--- config.mk ---
export PLATFORM = sky130hd
export DESIGN_NAME = endpoint_tile
export DESIGN_NICKNAME = d
export VERILOG_FILES = /design/src/logic/mesh_pkg.sv /design/src/logic/endpoint_tile.sv /design/src/logic/credit_counter.sv /design/src/logic/wb_request_fsm.sv /design/src/logic/mesh_endpoint.sv /design/src/logic/packet_fifo.sv
export SDC_FILE = /design/constraint.sdc
export NUM_CORES = 1
export LEC_CHECK = 0
export BUFFER_PORTS_ARGS = -buffer_cell sky130_fd_sc_hd__buf_2
export CORE_UTILIZATION = 48
export DETAILED_ROUTE_END_ITERATION = 10
export PLACE_DENSITY_LB_ADDON = 0.12
export SLEW_MARGIN = 20
export SYNTH_ARGS = -nofsm -noshare
export SYNTH_HDL_FRONTEND = slang
export SYNTH_HIERARCHICAL = 1
export SYNTH_SLANG_ARGS = --single-unit
--- constraint.sdc ---
create_clock -name clk_i -period 8.14 [get_ports clk_i]
set_clock_uncertainty 0.15 [all_clocks]
set_input_delay 1.628 -clock clk_i [delete_from_list [all_inputs] [get_ports clk_i]]
set_output_delay 1.628 -clock clk_i [all_outputs]
set_load 0.05 [all_outputs]
--- src/logic/mesh_pkg.sv ---
// shared definitions for the mesh endpoint tile
// packet layouts, field widths, opcodes and buffer sizing
// modules import this inside their body and use scoped names on their ports

package mesh_pkg;

   // ------------------------------
   // field widths
   // ------------------------------
   // word address of a request
   localparam int ADDR_W  = 16;
   localparam int DATA_W  = 32;
   // load id echoed back in the return
   localparam int ID_W    = 5;
   // x and y tile coordinates
   localparam int COORD_W = 4;

   // ------------------------------
   // sizing
   // ------------------------------
   // incoming request buffer depth
   localparam int REQ_FIFO_ELS = 4;
   // returned packet buffer depth
   localparam int RET_FIFO_ELS = 2;
   // outgoing requests allowed in flight
   localparam int MAX_CREDITS  = 4;
   // must hold 0 .. MAX_CREDITS inclusive
   localparam int CREDIT_W     = $clog2(MAX_CREDITS + 1);

   // request opcode
   typedef enum logic [0:0] {
      OP_LOAD  = 1'b0,
      OP_STORE = 1'b1
   } op_e;

   // request packet, as carried on the forward link
   typedef struct packed {
      op_e                op;
      logic [ADDR_W-1:0]  addr;
      logic [DATA_W-1:0]  data;
      logic [COORD_W-1:0] src_x;
      logic [COORD_W-1:0] src_y;
      logic [ID_W-1:0]    load_id;
   } req_pkt_t;

   // return packet, sent back toward the requester
   // data is zero for a store
   typedef struct packed {
      op_e                op;
      logic [DATA_W-1:0]  data;
      logic [ID_W-1:0]    load_id;
      logic [COORD_W-1:0] dst_x;
      logic [COORD_W-1:0] dst_y;
   } ret_pkt_t;

endpackage
--- src/logic/endpoint_tile.sv ---
// top of the mesh endpoint tile
// mesh links, local Wishbone master and local core ports
// ties the link endpoint, the request FSM and the credit counter together
`timescale 1ns/1ns

module endpoint_tile (
   input  logic                        clk_i,
   input  logic                        rst_n_i,
   // mesh forward link in
   input  logic                        fwd_v_i,
   input  mesh_pkg::req_pkt_t          fwd_data_i,
   output logic                        fwd_ready_o,
   // mesh forward link out
   output logic                        out_fwd_v_o,
   output mesh_pkg::req_pkt_t          out_fwd_data_o,
   input  logic                        out_fwd_ready_i,
   // mesh reverse link out
   output logic                        rev_v_o,
   output mesh_pkg::ret_pkt_t          rev_data_o,
   input  logic                        rev_ready_i,
   // mesh reverse link in
   input  logic                        rev_v_i,
   input  mesh_pkg::ret_pkt_t          rev_data_i,
   output logic                        rev_ready_o,
   // Wishbone classic master
   output logic                        wb_cyc_o,
   output logic                        wb_stb_o,
   output logic                        wb_we_o,
   output logic [mesh_pkg::ADDR_W-1:0] wb_adr_o,
   output logic [mesh_pkg::DATA_W-1:0] wb_dat_o,
   input  logic [mesh_pkg::DATA_W-1:0] wb_dat_i,
   input  logic                        wb_ack_i,
   // local core
   input  logic                        core_out_v_i,
   input  mesh_pkg::req_pkt_t          core_out_pkt_i,
   output logic                        core_out_ready_o,
   output logic                        core_ret_v_o,
   output mesh_pkg::ret_pkt_t          core_ret_pkt_o,
   input  logic                        core_ret_yumi_i
);

   import mesh_pkg::*;

   // endpoint to FSM
   logic     req_v;
   req_pkt_t req_pkt;
   logic     req_yumi;
   logic     ret_v;
   ret_pkt_t ret_pkt;
   logic     ret_ready;
   // outgoing request path and credits
   logic     ep_out_ready;
   logic     credit_avail;
   logic     out_ready_gated;
   logic     ret_accept;

   // ------------------------------
   // credit gating
   // ------------------------------
   // link ready only counts while a credit is free
   assign out_ready_gated  = ep_out_ready && credit_avail;
   assign core_out_ready_o = out_ready_gated;

   mesh_endpoint u_endpoint (
      .clk_i           (clk_i),
      .rst_n_i         (rst_n_i),
      .fwd_v_i         (fwd_v_i),
      .fwd_data_i      (fwd_data_i),
      .fwd_ready_o     (fwd_ready_o),
      .rev_v_o         (rev_v_o),
      .rev_data_o      (rev_data_o),
      .rev_ready_i     (rev_ready_i),
      .rev_v_i         (rev_v_i),
      .rev_data_i      (rev_data_i),
      .rev_ready_o     (rev_ready_o),
      .out_fwd_v_o     (out_fwd_v_o),
      .out_fwd_data_o  (out_fwd_data_o),
      .out_fwd_ready_i (out_fwd_ready_i),
      .req_v_o         (req_v),
      .req_pkt_o       (req_pkt),
      .req_yumi_i      (req_yumi),
      .ret_v_i         (ret_v),
      .ret_pkt_i       (ret_pkt),
      .ret_ready_o     (ret_ready),
      // no valid onto the mesh without a credit
      .out_v_i         (core_out_v_i && credit_avail),
      .out_pkt_i       (core_out_pkt_i),
      .out_ready_o     (ep_out_ready),
      .core_ret_v_o    (core_ret_v_o),
      .core_ret_pkt_o  (core_ret_pkt_o),
      .core_ret_yumi_i (core_ret_yumi_i),
      .ret_accept_o    (ret_accept)
   );

   wb_request_fsm u_fsm (
      .clk_i       (clk_i),
      .rst_n_i     (rst_n_i),
      .req_v_i     (req_v),
      .req_pkt_i   (req_pkt),
      .req_yumi_o  (req_yumi),
      .ret_v_o     (ret_v),
      .ret_pkt_o   (ret_pkt),
      .ret_ready_i (ret_ready),
      .wb_cyc_o    (wb_cyc_o),
      .wb_stb_o    (wb_stb_o),
      .wb_we_o     (wb_we_o),
      .wb_adr_o    (wb_adr_o),
      .wb_dat_o    (wb_dat_o),
      .wb_dat_i    (wb_dat_i),
      .wb_ack_i    (wb_ack_i)
   );

   // transfer of an outgoing request takes a credit
   credit_counter u_credit (
      .clk_i          (clk_i),
      .rst_n_i        (rst_n_i),
      .send_i         (core_out_v_i && out_ready_gated),
      .return_i       (ret_accept),
      .credit_avail_o (credit_avail)
   );

endmodule

--- src/logic/credit_counter.sv ---
// counts outgoing requests still waiting for their return
// send_i adds one, return_i removes one, both together leave it alone
// credit_avail_o stays high while another request may go out
`timescale 1ns/1ns

module credit_counter (
   input  logic clk_i,
   input  logic rst_n_i,
   input  logic send_i,
   input  logic return_i,
   output logic credit_avail_o
);

   import mesh_pkg::*;

   // requests in flight
   logic [CREDIT_W-1:0] count_r;

   // ------------------------------
   // up/down count
   // ------------------------------
   always_ff @(posedge clk_i or negedge rst_n_i) begin
      if (!rst_n_i) begin
         count_r <= '0;
      end else if (send_i && !return_i) begin
         // saturate at the limit
         if (count_r != CREDIT_W'(MAX_CREDITS)) begin
            count_r <= count_r + 1'b1;
         end
      end else if (return_i && !send_i) begin
         // stray return does not wrap below zero
         if (count_r != '0) begin
            count_r <= count_r - 1'b1;
         end
      end
   end

   assign credit_avail_o = (count_r < CREDIT_W'(MAX_CREDITS));

endmodule

--- src/logic/wb_request_fsm.sv ---
// services buffered requests one at a time on the local Wishbone bus
// pops a request in IDLE, runs one classic cycle in BUS, then offers the
// return packet in RESPOND until the reverse link takes it
// pop to first return valid is ack latency plus two cycles
`timescale 1ns/1ns

module wb_request_fsm (
   input  logic                        clk_i,
   input  logic                        rst_n_i,
   // request fifo head
   input  logic                        req_v_i,
   input  mesh_pkg::req_pkt_t          req_pkt_i,
   output logic                        req_yumi_o,
   // return packet out
   output logic                        ret_v_o,
   output mesh_pkg::ret_pkt_t          ret_pkt_o,
   input  logic                        ret_ready_i,
   // Wishbone classic master
   output logic                        wb_cyc_o,
   output logic                        wb_stb_o,
   output logic                        wb_we_o,
   output logic [mesh_pkg::ADDR_W-1:0] wb_adr_o,
   output logic [mesh_pkg::DATA_W-1:0] wb_dat_o,
   input  logic [mesh_pkg::DATA_W-1:0] wb_dat_i,
   input  logic                        wb_ack_i
);

   import mesh_pkg::*;

   typedef enum logic [1:0] {
      IDLE,
      BUS,
      RESPOND
   } state_e;

   state_e            state_r;
   state_e            state_nxt;
   // request being serviced
   req_pkt_t          req_r;
   // read data, or zero for a store
   logic [DATA_W-1:0] rdata_r;

   // ------------------------------
   // state register
   // ------------------------------
   always_ff @(posedge clk_i or negedge rst_n_i) begin
      if (!rst_n_i) begin
         state_r <= IDLE;
      end else begin
         state_r <= state_nxt;
      end
   end

   always_comb begin
      state_nxt = state_r;
      case (state_r)
         IDLE: begin
            if (req_v_i) begin
               state_nxt = BUS;
            end
         end
         // hold the cycle open until the slave acks
         BUS: begin
            if (wb_ack_i) begin
               state_nxt = RESPOND;
            end
         end
         // hold the return until the link takes it
         RESPOND: begin
            if (ret_ready_i) begin
               state_nxt = IDLE;
            end
         end
         default: begin
            state_nxt = IDLE;
         end
      endcase
   end

   // pop only when free
   assign req_yumi_o = (state_r == IDLE) && req_v_i;

   // ------------------------------
   // payload capture
   // ------------------------------
   always_ff @(posedge clk_i) begin
      if (req_yumi_o) begin
         req_r <= req_pkt_i;
      end
      // store returns carry zero data
      if ((state_r == BUS) && wb_ack_i) begin
         rdata_r <= (req_r.op == OP_LOAD) ? wb_dat_i : '0;
      end
   end

   // ------------------------------
   // Wishbone side
   // ------------------------------
   // cyc and stb together, low again the cycle after ack
   assign wb_cyc_o = (state_r == BUS);
   assign wb_stb_o = (state_r == BUS);
   // address and data come from the latched request, stable for the cycle
   assign wb_we_o  = (req_r.op == OP_STORE);
   assign wb_adr_o = req_r.addr;
   assign wb_dat_o = req_r.data;

   // ------------------------------
   // return packet
   // ------------------------------
   assign ret_v_o = (state_r == RESPOND);

   always_comb begin
      ret_pkt_o         = '0;
      ret_pkt_o.op      = req_r.op;
      ret_pkt_o.data    = rdata_r;
      ret_pkt_o.load_id = req_r.load_id;
      // goes back to whoever sent it
      ret_pkt_o.dst_x   = req_r.src_x;
      ret_pkt_o.dst_y   = req_r.src_y;
   end

endmodule

--- src/logic/mesh_endpoint.sv ---
// link-facing side of the tile
// buffers incoming requests for the request FSM and returned packets for the core
// outgoing requests and outgoing returns go straight through to the links
// ret_accept_o pulses once per returned packet taken off the reverse link
`timescale 1ns/1ns

module mesh_endpoint (
   input  logic               clk_i,
   input  logic               rst_n_i,
   // incoming requests from the mesh
   input  logic               fwd_v_i,
   input  mesh_pkg::req_pkt_t fwd_data_i,
   output logic               fwd_ready_o,
   // outgoing returns to the mesh
   output logic               rev_v_o,
   output mesh_pkg::ret_pkt_t rev_data_o,
   input  logic               rev_ready_i,
   // incoming returns from the mesh
   input  logic               rev_v_i,
   input  mesh_pkg::ret_pkt_t rev_data_i,
   output logic               rev_ready_o,
   // outgoing requests to the mesh
   output logic               out_fwd_v_o,
   output mesh_pkg::req_pkt_t out_fwd_data_o,
   input  logic               out_fwd_ready_i,
   // request fifo head toward the FSM
   output logic               req_v_o,
   output mesh_pkg::req_pkt_t req_pkt_o,
   input  logic               req_yumi_i,
   // return packets built by the FSM
   input  logic               ret_v_i,
   input  mesh_pkg::ret_pkt_t ret_pkt_i,
   output logic               ret_ready_o,
   // outgoing requests from the core
   input  logic               out_v_i,
   input  mesh_pkg::req_pkt_t out_pkt_i,
   output logic               out_ready_o,
   // buffered returns toward the core
   output logic               core_ret_v_o,
   output mesh_pkg::ret_pkt_t core_ret_pkt_o,
   input  logic               core_ret_yumi_i,
   // credit event
   output logic               ret_accept_o
);

   import mesh_pkg::*;

   // ------------------------------
   // incoming requests
   // ------------------------------
   // local memory may be busy, so requests wait here
   packet_fifo #(
      .payload_t (req_pkt_t),
      .ELS       (REQ_FIFO_ELS)
   ) u_req_fifo (
      .clk_i   (clk_i),
      .rst_n_i (rst_n_i),
      .v_i     (fwd_v_i),
      .data_i  (fwd_data_i),
      .ready_o (fwd_ready_o),
      .v_o     (req_v_o),
      .data_o  (req_pkt_o),
      .yumi_i  (req_yumi_i)
   );

   // ------------------------------
   // outgoing returns
   // ------------------------------
   assign rev_v_o     = ret_v_i;
   assign rev_data_o  = ret_pkt_i;
   assign ret_ready_o = rev_ready_i;

   // ------------------------------
   // outgoing requests
   // ------------------------------
   // credit gating is applied above this block
   assign out_fwd_v_o    = out_v_i;
   assign out_fwd_data_o = out_pkt_i;
   assign out_ready_o    = out_fwd_ready_i;

   // ------------------------------
   // incoming returns
   // ------------------------------
   // held until the core pops them
   packet_fifo #(
      .payload_t (ret_pkt_t),
      .ELS       (RET_FIFO_ELS)
   ) u_ret_fifo (
      .clk_i   (clk_i),
      .rst_n_i (rst_n_i),
      .v_i     (rev_v_i),
      .data_i  (rev_data_i),
      .ready_o (rev_ready_o),
      .v_o     (core_ret_v_o),
      .data_o  (core_ret_pkt_o),
      .yumi_i  (core_ret_yumi_i)
   );

   // one credit back per accepted return
   assign ret_accept_o = rev_v_i && rev_ready_o;

endmodule

--- src/logic/packet_fifo.sv ---
// small synchronous fifo for packets of any packed type
// valid/ready on the write side, valid/yumi on the read side
// a full fifo accepts a new entry in the same cycle the head is popped
`timescale 1ns/1ns

module packet_fifo #(
   parameter type payload_t = logic,
   parameter int  ELS       = 2
) (
   input  logic     clk_i,
   input  logic     rst_n_i,
   // write side
   input  logic     v_i,
   input  payload_t data_i,
   output logic     ready_o,
   // read side
   output logic     v_o,
   output payload_t data_o,
   input  logic     yumi_i
);

   // one bit minimum so a single entry fifo still elaborates
   localparam int PTR_W = (ELS > 1) ? $clog2(ELS) : 1;

   payload_t         mem [ELS];
   logic [PTR_W-1:0] wr_ptr_r;
   logic [PTR_W-1:0] rd_ptr_r;
   logic             full_r;
   logic             empty;
   logic             enq;
   logic             deq;
   logic [PTR_W-1:0] wr_ptr_nxt;
   logic [PTR_W-1:0] rd_ptr_nxt;

   // wrap explicitly, depth need not be a power of two
   function automatic logic [PTR_W-1:0] ptr_inc(input logic [PTR_W-1:0] p);
      if (p == PTR_W'(ELS - 1)) begin
         return '0;
      end
      return p + 1'b1;
   endfunction

   // ------------------------------
   // status and handshakes
   // ------------------------------
   assign empty   = (wr_ptr_r == rd_ptr_r) && !full_r;
   assign v_o     = !empty;
   // room now, or room made by this cycle's pop
   assign ready_o = !full_r || yumi_i;
   assign enq     = v_i && ready_o;
   assign deq     = yumi_i && !empty;

   assign wr_ptr_nxt = ptr_inc(wr_ptr_r);
   assign rd_ptr_nxt = ptr_inc(rd_ptr_r);

   // head entry straight from storage
   assign data_o = mem[rd_ptr_r];

   // ------------------------------
   // storage
   // ------------------------------
   always_ff @(posedge clk_i) begin
      if (enq) begin
         mem[wr_ptr_r] <= data_i;
      end
   end

   // pointers and full flag
   always_ff @(posedge clk_i or negedge rst_n_i) begin
      if (!rst_n_i) begin
         wr_ptr_r <= '0;
         rd_ptr_r <= '0;
         full_r   <= 1'b0;
      end else begin
         if (enq) begin
            wr_ptr_r <= wr_ptr_nxt;
         end
         if (deq) begin
            rd_ptr_r <= rd_ptr_nxt;
         end
         // occupancy only moves when exactly one side acts
         if (enq && !deq) begin
            full_r <= (wr_ptr_nxt == rd_ptr_r);
         end else if (deq && !enq) begin
            full_r <= 1'b0;
         end
      end
   end

endmodule

==> flow_metrics.py <==
metrics = {
    "global_routing": {
        "first_global_vias": 8086,
        "grt_max_degree": 68,
        "grt_pass1_wl_um": 49270,
        "antenna_found_initial": 7,
        "grt_use_total": 0.1851,
        "grt_overflow": 0,
    },
    "flow_run": {
        "maxCapViolCount": 0,
    },
    "finish": {
        "area_delta_synth_final_pct": 14.62,
        "final_util": 0.5640,
        "drive_gt1_frac": 0.4636,
        "instances_no_fill": 1520,
        "final_cell_area_sq_mm": 0.01968,
        "fin_nets": 1246,
    },
    "die": {
        "die_area_sq_mm": 0.03652,
        "die_w_um": 191.1,
        "rows": 68,
        "start_util": 0.4921,
        "ios": 422,
        "fp.dieH_um": 191.1,
        "core_sq_mm": 0.03488,
    },
    "clocking": {
        "numCtsBuffers": 45,
        "cts-root-buf": "clkbuf_16",
        "cts_buffer_depth": 3,
        "cts.htree.levels": 2,
        "cts.sinks": 447,
        "cts_tree": "yes",
        "cts_setup_buffers": 0,
        "clk_latency_ns": 0.55,
        "cts_hold_buf": 0,
        "path_clk_slew_ns": 0.06,
        "cts_resized": 0,
    },
    "routing": {
        "drtPass1Iterations": 4,
        "drc": 0,
        "wire_per_inst_um": 22.10,
        "first_iter_violations": 483,
        "vias": 7837,
        "wirelength_um": 33600,
        "detail-route-antenna-nets": 0,
        "drt-vias-per-instance": 5.156,
    },
    "place": {
        "place_area_sq_mm": 0.01829,
        "dp_cells": 1434,
        "place_congestion": 0.7729,
        "portBuffers": 297,
        "dpl.hpwl_um": 20820,
    },
    "yosys": {
        "synth.avg_cell_area_sq_um": 21.14,
        "synth-adder-area-share": 0.006998,
        "netlist-cell-type-count": 42,
        "syn-num-nets": 1032,
        "synth_top_family_by_area": "multiplexers",
        "synthXorXnorAreaFrac": 0.003499,
        "synth_compound_area_frac": 0.007799,
        "synthSimpleGateAreaFrac": 0.02500,
        "ys_warn_count": 6,
        "syn_inst": 812,
        "ys_seq_area_frac": 0.7782,
        "ys_ff_latch": 447,
        "syn-cell-area_sq_mm": 0.01717,
        "muxShareOfSynthArea": 0.1155,
    },
    "power": {
        "ir_drop_mv": 0.2432,
        "leakage_nw": 7.070,
        "p_per_area_mw_per_mm2": 421.5,
    },
    "worst_setup_path": {
        "crit_path_start_kind": "flop",
        "r2r_cells": 5,
        "rr_endpoint": "u_endpoint/u_req_fifo/mem[1][54]",
        "reg2reg_slack_ns": 4.61,
        "cp_slowest_cell": "dfrtp_4",
        "crit_chain": "xor2_1 -> or3_4 -> nor3b_4 -> nand2b_1 -> buf_2",
        "max_stage_delay_ns": 1.08,
        "required_ns": 6.36,
        "critPathMaxFanout": 67,
        "crit_buf_inv": 1,
        "path_class": "flop to primary output",
        "cp-end-kind": "primary output",
        "rr_startpoint": "u_endpoint/u_req_fifo/rd_ptr_r[1]",
        "crit_family": "flip-flops",
        "arrival_ns": 2.95,
    },
    "timing": {
        "rsz0062_at_grt": "no",
        "tightest_slew_ns": 1.032,
        "fmax_mhz": 211.5,
        "post-route-period-util": 0.5808,
        "slew_headroom": 0.3120,
        "finalSetupTns_ns": 0,
        "setup_viol": 0,
        "fin_crit_ns": 4.728,
        "drv_slew": 0,
        "hold_viol": 0,
    },
    "hold_path": {
        "hold_class": "flop to flop",
        "hold_end": "u_endpoint/u_ret_fifo/full_r",
        "min_path_cells": 2,
        "hp-start": "u_endpoint/u_ret_fifo/full_r",
    },
    "outcome": {
        "status": "completed",
    },
}
[power by group]
part / internal, mW / leakage (nW) / total [mW] / switching [mW]
sequential: 3.30 / 4.18 / 3.57 / 0.270
combinational: 0.803 / 2.20 / 2.80 / 2.00
clock: 1.10 / 0.684 / 1.92 / 0.814
[per-stage QoR]
| step | power [mW] | hold WS [ns] | worst slack, ns |
|---|---|---|---|
| after detailed placement | 6.479 | 0.4005 | 3.946 |
| final | 8.293 | 0.4209 | 3.412 |
| after floorplan | 5.968 | 0.3419 | 1.601 |
| after global placement | 6.463 | 0.3833 | 3.939 |
| after CTS | 8.429 | 0.4142 | 3.327 |
| after global routing | 8.674 | 0.4692 | 3.244 |
[cell type report]
class	count	area, sq um
fill	2730	15210
sequential	447	13370
multi-input combinational	217	2774
timing repair buffer	304	1539
clock buffer	54	1191
tap	455	569.3
clock inverter	26	178.9
inverter	11	41.29
antenna	6	15.01
[Yosys cell counts (all sizes together)]
library cell,instances,area share
edfxtp,434,0.76
buf,136,0.060
mux4,62,0.081
mux2,46,0.034
nor2b,35,0.013
dfrtp,13,0.019
inv,11,0.0024
nor2,9,0.0020
o21ai,9,0.0026
ha,8,0.0058
nand2,8,0.0017
and2,5,0.0019
and3,5,0.0018
nand3,4,0.0012
xnor2,3,0.0015
xor2,3,0.0020
a211oi,2,0.00087
a21o,2,0.00087
nand2b,2,0.00073
o311ai,2,0.0010
a221oi,1,0.00051
a31oi,1,0.00036
clkbuf,1,0.00022
fa,1,0.0012
nand3b,1,0.00044
nor3b,1,0.00044
nor4,1,0.00036
nor4b,1,0.00051
o221ai,1,0.00051
o2bb2ai,1,0.00051
o31a,1,0.00051
or2,1,0.00036
or3,1,0.00066
[cell usage in the layout (no fill, tap or decap), drive strengths merged, types with 3 or more instances in the layout]
cell type / count
ha: 8
nand2: 8
o21ai: 9
clkinv: 24
mux4: 62
nand3: 4
diode: 6
mux2: 46
edfxtp: 434
clkbuf: 54
xor2: 3
nor2b: 35
dfrtp: 13
and2: 5
buf: 304
inv: 11
nor2: 9
and3: 5
xnor2: 3
[state kept, by name, summed over array words and instances, names as in the netlist]
signal / flops
u_credit/count_r: 3
u_endpoint/u_req_fifo/full_r: 1
u_endpoint/u_req_fifo/mem: 248
u_endpoint/u_req_fifo/rd_ptr_r: 2
u_endpoint/u_req_fifo/wr_ptr_r: 2
u_endpoint/u_ret_fifo/full_r: 1
u_endpoint/u_ret_fifo/mem: 92
u_endpoint/u_ret_fifo/rd_ptr_r: 1
u_endpoint/u_ret_fifo/wr_ptr_r: 1
u_fsm/rdata_r: 32
u_fsm/ret_pkt_o: 13
u_fsm/state_r: 2
u_fsm/wb_adr_o: 16
u_fsm/wb_dat_o: 32
u_fsm/wb_we_o: 1
[per-layer routing]
| metal | global-route usage | vias up | routed length, um |
|---|---|---|---|
| met5 | 0.01786 | - | 98 |
| li1 | - | 3512 | - |
| met3 | 0.08041 | 89 | 3467 |
| met4 | 0.08852 | 4 | 1228 |
| met1 | 0.2262 | 3939 | 12900 |
| met2 | 0.2807 | 293 | 15910 |
[worst max-delay path by stage]
stage,from,to,slack [ns],depth (start not counted)
2_1_floorplan,u_endpoint/u_req_fifo/rd_ptr_r[0],u_endpoint/u_req_fifo/mem[0][0],1.60,7
3_5_place_dp,u_endpoint/u_req_fifo/rd_ptr_r[1],fwd_ready_o,3.95,5
5_1_grt,u_endpoint/u_req_fifo/rd_ptr_r[1],fwd_ready_o,3.24,5
6_report,u_endpoint/u_req_fifo/rd_ptr_r[1],fwd_ready_o,3.41,5
4_1_cts,u_endpoint/u_req_fifo/rd_ptr_r[1],fwd_ready_o,3.33,5
3_3_place_gp,u_endpoint/u_req_fifo/rd_ptr_r[1],fwd_ready_o,3.94,5
[kinds of logic after synthesis]
kind of cell | after synthesis
multiplexers | 108
adder cells (fa/ha/maj) | 9
XOR/XNOR | 6
flip-flops | 447
AO/OA/AOI/OAI | 20
AND/OR/NAND/NOR | 74
buffers and inverters | 148
[worst min-delay path, cell delays in order, from the launching register on]
cell     delay (ns)
dfrtp_1        0.39
nand2_1        0.07
o21ai_0        0.07
No activity file was read; power rests on OpenSTA's default activity.
